## config.mk

```make
export PLATFORM = sky130hd
export DESIGN_NAME = llq_top
export DESIGN_NICKNAME = d
export VERILOG_FILES = /design/src/llq_pkg.sv /design/src/llq_intf.sv /design/src/llq_cntrl.sv /design/src/llq_free_list.sv /design/src/llq_state_table.sv /design/src/llq_link_table.sv /design/src/llq_top.sv
export VERILOG_INCLUDE_DIRS = /design/src
export SDC_FILE = /design/constraint.sdc
export NUM_CORES = 1
export LEC_CHECK = 0
export BUFFER_PORTS_ARGS = -buffer_cell sky130_fd_sc_hd__buf_2
export CELL_PAD_IN_SITES_DETAIL_PLACEMENT = 1
export CELL_PAD_IN_SITES_GLOBAL_PLACEMENT = 1
export CORE_MARGIN = 2
export CORE_UTILIZATION = 48
export DETAILED_ROUTE_END_ITERATION = 16
export PLACE_DENSITY = 0.84
export SLEW_MARGIN = 20
export SYNTH_ARGS = -nofsm -noshare
export SYNTH_HDL_FRONTEND = slang
export SYNTH_SLANG_ARGS = --single-unit
export TNS_END_PERCENT = 5
```

## constraint.sdc

```tcl
create_clock -name clk -period 4 [get_ports clk]
set_input_delay 0.6 -clock clk [delete_from_list [all_inputs] [get_ports clk]]
set_output_delay 0.6 -clock clk [all_outputs]
set_load 0.1 [all_outputs]
```

## src/llq_defines.svh

```systemverilog
/*
  Size settings for the linked-list queue manager.
  Included by the package and by every RTL file.
*/
`ifndef LLQ_DEFINES_SVH
`define LLQ_DEFINES_SVH

`define LLQ_DATA_W 32  // Lookup data word width
`define LLQ_CTXTS  4   // Queue contexts
`define LLQ_LINKS  16  // Link slots in the shared pool

`endif

```

## src/llq_pkg.sv

```systemverilog
/*
  Word types and per-context queue state of the queue manager.
  Imported by the interfaces and the RTL modules.
*/
`include "llq_defines.svh"

package llq_pkg;

  typedef logic [`LLQ_DATA_W-1:0]         data_t;     // Lookup data
  typedef logic [$clog2(`LLQ_CTXTS)-1:0]  ctxt_t;     // Context index
  typedef logic [$clog2(`LLQ_LINKS)-1:0]  addr_t;     // Link slot address
  typedef logic [`LLQ_CTXTS-1:0]          ctxt_vec_t; // One bit per context
  typedef logic [`LLQ_LINKS-1:0]          slot_vec_t; // One bit per slot

  // Head is the newest slot, tail the oldest
  typedef struct packed {
    logic  empty;
    addr_t head;
    addr_t tail;
  } queue_state_t;

endpackage

```

## src/llq_intf.sv

```systemverilog
/*
  Internal interfaces between the controller and its storage blocks.
  The controller always takes the master modport.
*/
`timescale 1ns/100ps
`include "llq_defines.svh"

// Slot allocation and release
interface free_list_if;
  import llq_pkg::*;

  logic  alloc;     // Take alloc_id at the edge
  addr_t alloc_id;  // Lowest free slot
  logic  all_alloc; // Pool exhausted
  logic  clear;     // Free clear_id at the edge
  addr_t clear_id;

  modport master (
    output alloc, clear, clear_id,
    input  alloc_id, all_alloc
  );
  modport slave (
    input  alloc, clear, clear_id,
    output alloc_id, all_alloc
  );
endinterface

// Context state read and update
interface state_upd_if;
  import llq_pkg::*;

  ctxt_t        rd_ctxt;
  queue_state_t rd_state; // Combinational from flops
  logic         wr_en;
  ctxt_t        wr_ctxt;
  queue_state_t wr_state;

  modport master (
    output rd_ctxt, wr_en, wr_ctxt, wr_state,
    input  rd_state
  );
  modport slave (
    input  rd_ctxt, wr_en, wr_ctxt, wr_state,
    output rd_state
  );
endinterface

// Next-link memory port
interface link_table_if;
  import llq_pkg::*;

  logic  en;
  logic  wen;
  addr_t addr;
  addr_t din;
  addr_t dout; // One cycle after a read

  modport master (output en, wen, addr, din, input dout);
  modport slave  (input en, wen, addr, din, output dout);
endinterface

```

## src/llq_cntrl.sv

```systemverilog
/*
  Command controller of the queue manager.
  Accepts one push or pop per cycle, updates context state in the same cycle
  and registers the lookup. A pop holds off the next cycle's command.
*/
`timescale 1ns/100ps
`include "llq_defines.svh"

module llq_cntrl (
  input  logic           clk,
  input  logic           rst,
  input  logic           cmd_pass,
  input  logic           cmd_push,
  input  llq_pkg::ctxt_t cmd_ctxt,
  input  llq_pkg::data_t cmd_data,
  output logic           cmd_accept,
  output logic           lkup_pass_r,
  output logic           lkup_rnw_r,
  output llq_pkg::addr_t lkup_addr_r,
  output llq_pkg::data_t lkup_data_r,
  output logic           lkup_empty_fault_r,
  input  logic           full,
  free_list_if.master    free,
  state_upd_if.master    state,
  link_table_if.master   link
);
  import llq_pkg::*;

  logic         cmd_acc;     // Command taken this cycle
  logic         push_acc;
  logic         pop_acc;
  logic         pop_go;      // Pop on a non-empty context
  logic         pop_rd;      // Pop that needs the next link
  logic         pop_last;
  queue_state_t cur;
  queue_state_t nxt;
  logic         pop_stall_r; // Pop accepted last cycle
  logic         tail_upd_r;  // Link read in flight
  ctxt_t        tail_ctxt_r; // Context awaiting its new tail

  always_comb begin
    cmd_accept = ~pop_stall_r & ~(cmd_push & full);
    cmd_acc    = cmd_pass & cmd_accept;
    push_acc   = cmd_acc & cmd_push;
    pop_acc    = cmd_acc & ~cmd_push;
  end

  // No command is taken while the tail update runs, so the read port is free
  assign state.rd_ctxt = tail_upd_r ? tail_ctxt_r : cmd_ctxt;
  assign cur           = state.rd_state;
  assign pop_last      = (cur.head == cur.tail);
  assign pop_go        = pop_acc & ~cur.empty;
  assign pop_rd        = pop_go & ~pop_last;

  always_comb begin
    nxt = cur;
    if (tail_upd_r) begin
      nxt.tail = link.dout;           // Oldest moves to its successor
    end else if (cmd_push) begin
      nxt.head  = free.alloc_id;
      if (cur.empty)
        nxt.tail = free.alloc_id;     // First entry is both ends
      nxt.empty = 1'b0;
    end else begin
      nxt.empty = 1'b1;               // Last entry leaving
    end
  end

  assign state.wr_en    = tail_upd_r | push_acc | (pop_go & pop_last);
  assign state.wr_ctxt  = state.rd_ctxt;
  assign state.wr_state = nxt;

  assign free.alloc    = push_acc;
  assign free.clear    = pop_go;
  assign free.clear_id = cur.tail;

  // Push links old head to new slot, pop reads the tail's successor
  assign link.en   = (push_acc & ~cur.empty) | pop_rd;
  assign link.wen  = cmd_push;
  assign link.addr = cmd_push ? cur.head : cur.tail;
  assign link.din  = free.alloc_id;

  always_ff @(posedge clk) begin
    if (rst) begin
      pop_stall_r <= 1'b0;
      tail_upd_r  <= 1'b0;
      lkup_pass_r <= 1'b0;
    end else begin
      pop_stall_r <= pop_acc;  // Faulted pops stall too
      tail_upd_r  <= pop_rd;
      lkup_pass_r <= cmd_acc;
    end
  end

  always_ff @(posedge clk) begin
    if (pop_rd)
      tail_ctxt_r <= cmd_ctxt;
    if (cmd_acc) begin
      lkup_rnw_r         <= ~cmd_push;
      lkup_addr_r        <= cmd_push ? free.alloc_id : cur.tail;
      lkup_data_r        <= cmd_data;
      lkup_empty_fault_r <= pop_acc & cur.empty;
    end
  end

  // Pending tail update owns the state and link ports
  a_pop_stall: assert property (@(posedge clk) disable iff (rst)
    tail_upd_r |-> !cmd_acc);

endmodule

```

## src/llq_free_list.sv

```systemverilog
/*
  Free slot pool of the queue manager.
  Bitset of allocated slots with a lowest-free search.
*/
`timescale 1ns/100ps
`include "llq_defines.svh"

module llq_free_list (
  input  logic      clk,
  input  logic      rst,
  free_list_if.slave fl,
  output logic      full_r
);
  import llq_pkg::*;

  slot_vec_t alloc_r; // Set bit is a slot in use
  addr_t     low_id;
  logic      all_set;

  // Lowest clear bit wins, scanned from the top down
  always_comb begin
    low_id = '0;
    for (int i = `LLQ_LINKS - 1; i >= 0; i--) begin
      if (!alloc_r[i])
        low_id = addr_t'(i);
    end
  end

  assign all_set      = &alloc_r;
  assign fl.alloc_id  = low_id;
  assign fl.all_alloc = all_set;
  assign full_r       = all_set; // Flops only, so valid the cycle after the edge

  always_ff @(posedge clk) begin
    if (rst) begin
      alloc_r <= '0;
    end else begin
      if (fl.alloc)
        alloc_r[fl.alloc_id] <= 1'b1;
      if (fl.clear)
        alloc_r[fl.clear_id] <= 1'b0;
    end
  end

  a_alloc_free: assert property (@(posedge clk) disable iff (rst)
    fl.alloc |-> !alloc_r[fl.alloc_id]);
  a_clear_used: assert property (@(posedge clk) disable iff (rst)
    fl.clear |-> alloc_r[fl.clear_id]);

endmodule

```

## src/llq_state_table.sv

```systemverilog
/*
  Per-context queue state held in flops.
  One combinational read port, one write port at the clock edge.
  All contexts come out of reset empty.
*/
`timescale 1ns/100ps
`include "llq_defines.svh"

module llq_state_table (
  input  logic               clk,
  input  logic               rst,
  state_upd_if.slave         st,
  output llq_pkg::ctxt_vec_t empty_r
);
  import llq_pkg::*;

  queue_state_t entry_r [`LLQ_CTXTS];

  assign st.rd_state = entry_r[st.rd_ctxt];

  // Status gathered straight from the entries
  always_comb begin
    for (int c = 0; c < `LLQ_CTXTS; c++)
      empty_r[c] = entry_r[c].empty;
  end

  always_ff @(posedge clk) begin
    if (rst) begin
      for (int c = 0; c < `LLQ_CTXTS; c++) begin
        entry_r[c].empty <= 1'b1;
        entry_r[c].head  <= '0;
        entry_r[c].tail  <= '0;
      end
    end else if (st.wr_en) begin
      entry_r[st.wr_ctxt] <= st.wr_state;
    end
  end

endmodule

```

## src/llq_link_table.sv

```systemverilog
/*
  Next-link memory, one entry per slot.
  Single port, registered read data.
*/
`timescale 1ns/100ps
`include "llq_defines.svh"

module llq_link_table (
  input  logic        clk,
  link_table_if.slave lt
);

  logic [$clog2(`LLQ_LINKS)-1:0] mem [`LLQ_LINKS]; // Successor of each slot

  always_ff @(posedge clk) begin
    if (lt.en) begin
      if (lt.wen)
        mem[lt.addr] <= lt.din;
      else
        lt.dout <= mem[lt.addr]; // Held until the next read
    end
  end

  // An unknown address would corrupt an arbitrary link
  a_addr_known: assert property (@(posedge clk)
    lt.en |-> !$isunknown(lt.addr));

endmodule

```

## src/llq_top.sv

```systemverilog
/*
  Top level of the linked-list queue manager.
  Connects the controller to the free list, state table and link table.
  Commands enter on the cmd_* strobe, lookups leave one cycle later.
*/
`timescale 1ns/100ps
`include "llq_defines.svh"

module llq_top (
  input  logic               clk,
  input  logic               rst,
  input  logic               cmd_pass,
  input  logic               cmd_push,
  input  llq_pkg::ctxt_t     cmd_ctxt,
  input  llq_pkg::data_t     cmd_data,
  output logic               cmd_accept,
  output logic               lkup_pass_r,
  output logic               lkup_rnw_r,
  output llq_pkg::addr_t     lkup_addr_r,
  output llq_pkg::data_t     lkup_data_r,
  output logic               lkup_empty_fault_r,
  output llq_pkg::ctxt_vec_t empty_r,
  output logic               full_r
);

  free_list_if  fl_if ();
  state_upd_if  st_if ();
  link_table_if lt_if ();

  llq_cntrl u_cntrl (
    .clk                (clk),
    .rst                (rst),
    .cmd_pass           (cmd_pass),
    .cmd_push           (cmd_push),
    .cmd_ctxt           (cmd_ctxt),
    .cmd_data           (cmd_data),
    .cmd_accept         (cmd_accept),
    .lkup_pass_r        (lkup_pass_r),
    .lkup_rnw_r         (lkup_rnw_r),
    .lkup_addr_r        (lkup_addr_r),
    .lkup_data_r        (lkup_data_r),
    .lkup_empty_fault_r (lkup_empty_fault_r),
    .full               (full_r),  // Pool status feeds back into accept
    .free               (fl_if.master),
    .state              (st_if.master),
    .link               (lt_if.master)
  );

  llq_free_list u_free_list (
    .clk    (clk),
    .rst    (rst),
    .fl     (fl_if.slave),
    .full_r (full_r)
  );

  llq_state_table u_state_table (
    .clk     (clk),
    .rst     (rst),
    .st      (st_if.slave),
    .empty_r (empty_r)
  );

  llq_link_table u_link_table (
    .clk (clk),
    .lt  (lt_if.slave)
  );

endmodule

```

==> flow_summary.json, run 1 <==
{
  "outcome": "finished clean",
  "tightest_slew_ns": 1.11,
  "cts_resized": 0,
  "drtPass1Iterations": 5,
  "maxCapViolCount": 0,
  "min_from": "cmd_data[18]",
  "fill_cells": 1401,
  "period_minus_slack_ns": 3.75,
  "die-area_um2": 15800,
  "final_common_cell": "edfxtp_1",
  "worstReg2RegStart": "u_cntrl.tail_upd_r$_SDFF_PP0_",
  "ios": 83,
  "p_int_mw": 3.04,
  "worst_ep_required_time_ns": 4.16,
  "irDropWorstVdd_mv": 0.293,
  "cts.sinks": 163,
  "synth_top_area_share_pct": 60.4,
  "grt_antenna_before_repair": 0,
  "synth-simple-area-share_pct": 10.5,
  "cp.depth": 8,
  "synth_area_um2": 7100,
  "synth_xor_area_share_pct": 0.986,
  "yosysTopAreaCell": "edfxtp_1",
  "die_h_um": 126,
  "drive_above_1_share_pct": 24.2,
  "portBuffers": 82,
  "rrSetupSlack_ns": 0.25,
  "crit_path_max_incr_delay_ns": 0.79,
  "rsz0062_at_grt": "false",
  "synth_mux_area_share_pct": 11.2,
  "synth_top_family_by_area": "multiplexers",
  "ctsHtreeMaxLevel": 4,
  "synth_fa_ha_area_share_pct": 0,
  "clockRootBuffer": "clkbuf_16",
  "grt-ovfl-total": 0,
  "first_global_vias": 4985,
  "post_cts_buffers": 0,
  "switching_share_pct": 25.4,
  "power.density_nw_per_um2": 487,
  "avgSynthCellArea_um2": 14.2,
  "relSlewSlack_pct": 26.1,
  "holdWs_ns": 0.345,
  "synth_cell_types": 47,
  "mostFrequentLayoutCells": "143 x edfxtp_1, 82 x buf_2, 57 x mux2i_1",
  "final_hold_viol_count": 0,
  "p_comb_share_pct": 12.1,
  "critical_path_arrival_ns": 3.92,
  "synth_nets": 537,
  "layout.nets": 632,
  "initial_core_util_pct": 49.1,
  "remaining_drc_errors": 0,
  "viasPerCell": 5.98,
  "path_cells": "mux2i_4 -> mux4_2 -> and2_1 -> a21oi_4 -> buf_4 -> mux2i_1 -> a22oi_1 -> nand3_1",
  "regToRegEndpoint": "u_link_table.lt.dout[1]$_DFFE_PP_",
  "cts_max_path_buffers": 2,
  "critPathMaxFanout": 24,
  "synth.area.top_cells": "edfxtp_1 60%, mux2i_1 8.0%, dfxtp_1 5.6%",
  "finalSetupTns_ns": 0,
  "synth_warnings": 0,
  "seq_power_share_pct": 46.8,
  "n_antenna_cell": 0,
  "syn_inst": 499,
  "ys_seq_area_share_pct": 66.1,
  "drt_wl_total_um": 18700,
  "whs_endpoint": "u_cntrl.lkup_data_r[18]$_DFFE_PP_",
  "routedWlPerCell_um": 23.7,
  "end_kind": "register",
  "startpoint_type": "register",
  "rows": 44,
  "power.share.clock_pct": 41.1,
  "grt_max_degree": 39,
  "final_max_slew_viol_count": 0,
  "timing.fmax_mhz": 266,
  "leakagePower_nw": 3.17,
  "critPathKind": "register to register",
  "hold_class": "input pin to register",
  "routabilityCongestion": 0.911,
  "grt_pass1_wl_um": 29000,
  "skew_ns": 0.00950,
  "synth_compound_area_share_pct": 8.63,
  "area_growth_pct": 17.9,
  "holdPathStages": 1,
  "path_clk_slew_ns": 0.06,
  "hpwl_um": 12900,
  "r2r_cells": 8,
  "async_flop_share_pct": 0,
  "finalCritPeriodShare_pct": 93.8,
  "die_x_um": 126,
  "track_usage_pct": 24.3,
  "critPathTopFamily": "multiplexers",
  "vias": 4729,
  "switchingPower_mw": 1.04,
  "clk_latency_ns": 0.43,
  "synth_seq_cells": 163,
  "hold_buffers": 0,
  "synth_edf_count": 143,
  "slowest_stage": "dfxtp_1",
  "core_area_um2": 14500,
  "ys.flop_type": "edfxtp_1",
  "first_iter_violations": 363,
  "numCtsBuffers": 17,
  "crit_buf_inv": 1,
  "tritoncts": "yes",
  "finalSetupViolCount": 0,
  "ant_nets": 0
}
[worst register-to-register path, stage by stage (launching register included)]
cell     delay [ns]
dfxtp_1        0.79
mux2i_4        0.63
mux4_2         0.68
and2_1         0.25
a21oi_4        0.19
buf_4          0.34
mux2i_1        0.15
a22oi_1        0.33
nand3_1        0.14
[stage by stage]
step | area [µm²] | cells | worst slack (ns) | power, mW | util [%]
final | 8380 | 791 | 0.247 | 4.08 | 57.9
after global routing | 8380 | 791 | 0.0861 | 4.20 | 57.9
after CTS | 8380 | 791 | 0.309 | 4.10 | 57.9
after detailed placement | 7770 | 759 | 0.363 | 2.43 | 53.7
after global placement | 7770 | 759 | 0.544 | 2.42 | 53.7
after floorplan | 7120 | 499 | 0.407 | 2.32 | -
[state kept, by name, summed over array words and instances, names as in the netlist, 2 cells and up]
register               cells
u_cntrl.lkup_data_r       32
u_cntrl.tail_ctxt_r        2
u_link_table.mem          64
u_free_list.alloc_r       16
u_link_table.lt.dout       4
u_cntrl.lkup_addr_r        4
u_state_table.entry_r     36
[routing by layer]
metal / wire length, µm / GRT usage, % / vias up / share of wire [%]
li1: - / - / 2135 / -
met1: 8190 / 32.4 / 2372 / 44
met2: 9100 / 39.8 / 193 / 49
met3: 1110 / 5.90 / 29 / 5.9
met4: 326 / 7.19 / 0 / 1.7
met5: 0 / 0 / - / 0
[worst max-delay path by stage]
stage,startpoint,end,slack [ns]
floorplan,u_free_list.alloc_r[5]$_SDFF_PP0_,u_cntrl.lkup_addr_r[0]$_DFFE_PP_,0.41
global placement,u_cntrl.tail_upd_r$_SDFF_PP0_,u_link_table.lt.dout[3]$_DFFE_PP_,0.54
detailed placement,u_cntrl.tail_upd_r$_SDFF_PP0_,u_link_table.mem[2][2]$_DFFE_PP_,0.36
CTS,u_cntrl.tail_upd_r$_SDFF_PP0_,u_link_table.lt.dout[1]$_DFFE_PP_,0.31
global route,u_cntrl.tail_upd_r$_SDFF_PP0_,u_link_table.lt.dout[1]$_DFFE_PP_,0.09
finish,u_cntrl.tail_upd_r$_SDFF_PP0_,u_link_table.lt.dout[1]$_DFFE_PP_,0.25
[logic make-up after synthesis]
| kind of cell | count (synthesis) |
|---|---|
| xor gates and xnor gates | 8 |
| DFF | 163 |
| buffers and inverters | 31 |
| AOI/OAI and AO/OA | 82 |
| and+or+nand+nor | 147 |
| muxes | 68 |
[Yosys cell counts, types with 5 or more instances]
library cell / count
nand4_1: 8
nor2_1: 39
mux4_2: 6
nand2_1: 18
nor3_1: 26
a21oi_1: 10
edfxtp_1: 143
nand3_1: 12
clkbuf_1: 5
mux2i_1: 57
buf_4: 7
a31oi_1: 11
dfxtp_1: 20
a211oi_1: 19
inv_1: 7
buf_6: 5
nor2b_1: 15
xnor2_1: 8
a211o_1: 9
and2_1: 7
nand2b_1: 6
o21ai_0: 10
[final cells by class]
class                      instances  area [µm²]  area share, %
tap                              184         230           2.75
inverter                          10        37.5          0.448
clock inverter                     9         131           1.57
timing repair buffer              97         548           6.54
multi-input combinational        305        2260           27.0
clock buffer                      23         478           5.70
sequential                       163        4690           56.0
[power groups by stage]
stage                     Clock [mW]  Sequential, mW  Combinational [mW]
after floorplan                    0            2.11               0.205
final                           1.68            1.91               0.495
after CTS                       1.70            1.91               0.494
after global routing            1.77            1.91               0.518
after global placement             0            1.94               0.475
after detailed placement           0            1.94               0.488
Power figures use the tool's default switching activity.
==> run 2, diff against run 1 <==
--- a/config.mk
+++ b/config.mk
@@ -13,6 +13,7 @@
 export CORE_UTILIZATION = 48
 export DETAILED_ROUTE_END_ITERATION = 16
 export PLACE_DENSITY = 0.84
+export REMOVE_ABC_BUFFERS = 1
 export SLEW_MARGIN = 20
 export SYNTH_ARGS = -nofsm -noshare
 export SYNTH_HDL_FRONTEND = slang
==> run 2 against run 1 <==
Net effect: clock power up 4%; first-iteration DRC count down 21%; via count down 0.30%; die area unchanged; non-clock buffer count up 1; worst setup slack better by 0.33 ns; critical endpoint is now u_link_table.mem[2][2]$_DFFE_PP_; largest cell class unchanged; largest power group unchanged.
==> flow_summary.json, run 2 (synthesized netlist as in run 1, its figures left out) <==
{
  "core_area_um2": 14500,
  "power.density_nw_per_um2": 494,
  "first_iter_violations": 288,
  "clk_latency_ns": 0.44,
  "layout.nets": 633,
  "initial_core_util_pct": 49.1,
  "hold_buffers": 0,
  "period_minus_slack_ns": 3.42,
  "rows": 44,
  "largest_reg_flops": 64,
  "skew_ns": 0.0108,
  "crit_buf_inv": 0,
  "viasPerCell": 5.95,
  "outcome": "finished clean",
  "p_int_mw": 3.06,
  "slowest_stage": "mux4_2",
  "path_clk_slew_ns": 0.06,
  "largestRegisters": "u_link_table.mem: 64 flops, u_state_table.entry_r: 36 flops, u_cntrl.lkup_data_r: 32 flops",
  "tightest_slew_ns": 0.854,
  "area_growth_pct": 18.1,
  "leakagePower_nw": 3.16,
  "grt_pass1_wl_um": 28400,
  "pre_cts_ws_ns": 0.482,
  "cts.sinks": 163,
  "relSlewSlack_pct": 42.6,
  "p_comb_share_pct": 11.9,
  "ios": 83,
  "final_max_slew_viol_count": 0,
  "fill_cells": 1386,
  "rrSetupSlack_ns": 0.58,
  "worstReg2RegStart": "u_cntrl.tail_upd_r$_SDFF_PP0_",
  "tritoncts": "yes",
  "ant_nets": 0,
  "critPathTopFamily": "multiplexers",
  "finalCritPeriodShare_pct": 85.6,
  "crit_path_max_incr_delay_ns": 0.65,
  "power.share.clock_pct": 42.2,
  "cp.depth": 6,
  "r2r_cells": 6,
  "regMostFlops": "u_link_table.mem",
  "remaining_drc_errors": 0,
  "irDropWorstVdd_mv": 0.262,
  "hpwl_um": 12800,
  "end_kind": "register",
  "n_antenna_cell": 0,
  "mostFrequentLayoutCells": "143 x edfxtp_1, 82 x buf_2, 57 x mux2i_1",
  "critPathMaxFanout": 10,
  "die_x_um": 126,
  "die_h_um": 126,
  "maxCapViolCount": 0,
  "vias": 4715,
  "hold_class": "input pin to register",
  "drt_wl_total_um": 18300,
  "track_usage_pct": 23.8,
  "ctsHtreeMaxLevel": 4,
  "seq_power_share_pct": 46.0,
  "numCtsBuffers": 17,
  "cts_max_path_buffers": 2,
  "grt_max_degree": 44,
  "clockRootBuffer": "clkbuf_16",
  "finalSetupViolCount": 0,
  "grt-ovfl-total": 0,
  "routabilityCongestion": 0.908,
  "worst_ep_required_time_ns": 4.10,
  "timing.fmax_mhz": 292,
  "first_global_vias": 4969,
  "regToRegEndpoint": "u_link_table.mem[2][2]$_DFFE_PP_",
  "drive_above_1_share_pct": 24.5,
  "cts_resized": 0,
  "portBuffers": 82,
  "worstSetupStartpoint": "u_cntrl.tail_upd_r$_SDFF_PP0_",
  "critical_path_arrival_ns": 3.52,
  "routedWlPerCell_um": 23.1,
  "switchingPower_mw": 1.09,
  "cp-endpoint": "u_link_table.mem[2][2]$_DFFE_PP_",
  "total_power_mw": 4.15,
  "startpoint_type": "register",
  "layout_setup_ws_ns": 0.577,
  "final_hold_viol_count": 0,
  "post_cts_buffers": 0,
  "final_common_cell": "edfxtp_1",
  "rsz0062_at_grt": "false",
  "grt_antenna_before_repair": 0,
  "switching_share_pct": 26.2,
  "die-area_um2": 15800,
  "path_cells": "mux2i_4 -> mux4_2 -> and2_1 -> a21oi_1 -> nand2_1 -> nor2_1",
  "critPathKind": "register to register",
  "drtPass1Iterations": 5
}
## run 2: cell count changes in the layout (fill, tap and decap cells not counted), sizes merged
cell      change
bufinv        +1
inv           +3
clkinv        +1
buf           +1
clkbuf        -6
clkinvlp      +1
## run 2: layout make-up
cell class	instances	area, µm²	share of cell area (%)
Sequential cell	163	4690	56.0
Multi-Input combinational cell	305	2240	26.7
Timing Repair Buffer	98	556	6.62
Clock buffer	17	425	5.07
Tap cell	184	230	2.74
Clock inverter	15	204	2.43
Inverter	10	37.5	0.447
## run 2: power by group through the flow
stage	clock network [mW]	registers, mW	logic (mW)
3_3_place_gp	0	1.94	0.474
2_1_floorplan	0	2.11	0.185
5_1_grt	1.83	1.91	0.514
4_1_cts	1.77	1.91	0.491
3_5_place_dp	0	1.94	0.488
6_report	1.75	1.91	0.491
## run 2: worst reg2reg max path, delay by kind of cell (launching register included)
kind	cells	cell delay [ns]
and+or+nand+nor	3	0.97
DFF	1	0.50
muxes	2	1.21
AOI/OAI and AO/OA	1	0.39
## run 2: metrics by stage
stage                     cell area, µm²  instances  hold WS, ns  utilization, %  setup TNS (ns)
after floorplan                     6960        478        0.466               -         -291.14
after global placement              7760        760        0.511            53.6               0
after detailed placement            7760        760        0.551            53.6               0
after CTS                           8390        792        0.321            57.9               0
after global routing                8390        792        0.322            57.9               0
final                               8390        792        0.335            57.9               0
## run 2: layer usage
metal	up-vias	global-route usage, %	wire length [µm]
met5	-	0	0
met4	0	7.45	301
met3	29	5.99	1130
met2	175	41.6	9340
met1	2391	29.1	7570
li1	2120	-	-
## run 2: how the worst min path moves through the flow
stage | start | slack, ns | end | cells after the start
after CTS | cmd_data[27] | 0.32 | u_cntrl.lkup_data_r[27]$_DFFE_PP_ | 1
after global placement | u_free_list.alloc_r[6]$_SDFF_PP0_ | 0.51 | u_free_list.alloc_r[6]$_SDFF_PP0_ | 2
final | cmd_data[7] | 0.34 | u_cntrl.lkup_data_r[7]$_DFFE_PP_ | 1
after detailed placement | u_free_list.alloc_r[6]$_SDFF_PP0_ | 0.55 | u_free_list.alloc_r[6]$_SDFF_PP0_ | 2
after global routing | cmd_data[27] | 0.32 | u_cntrl.lkup_data_r[27]$_DFFE_PP_ | 1
after floorplan | u_free_list.alloc_r[13]$_SDFF_PP0_ | 0.47 | u_free_list.alloc_r[13]$_SDFF_PP0_ | 2
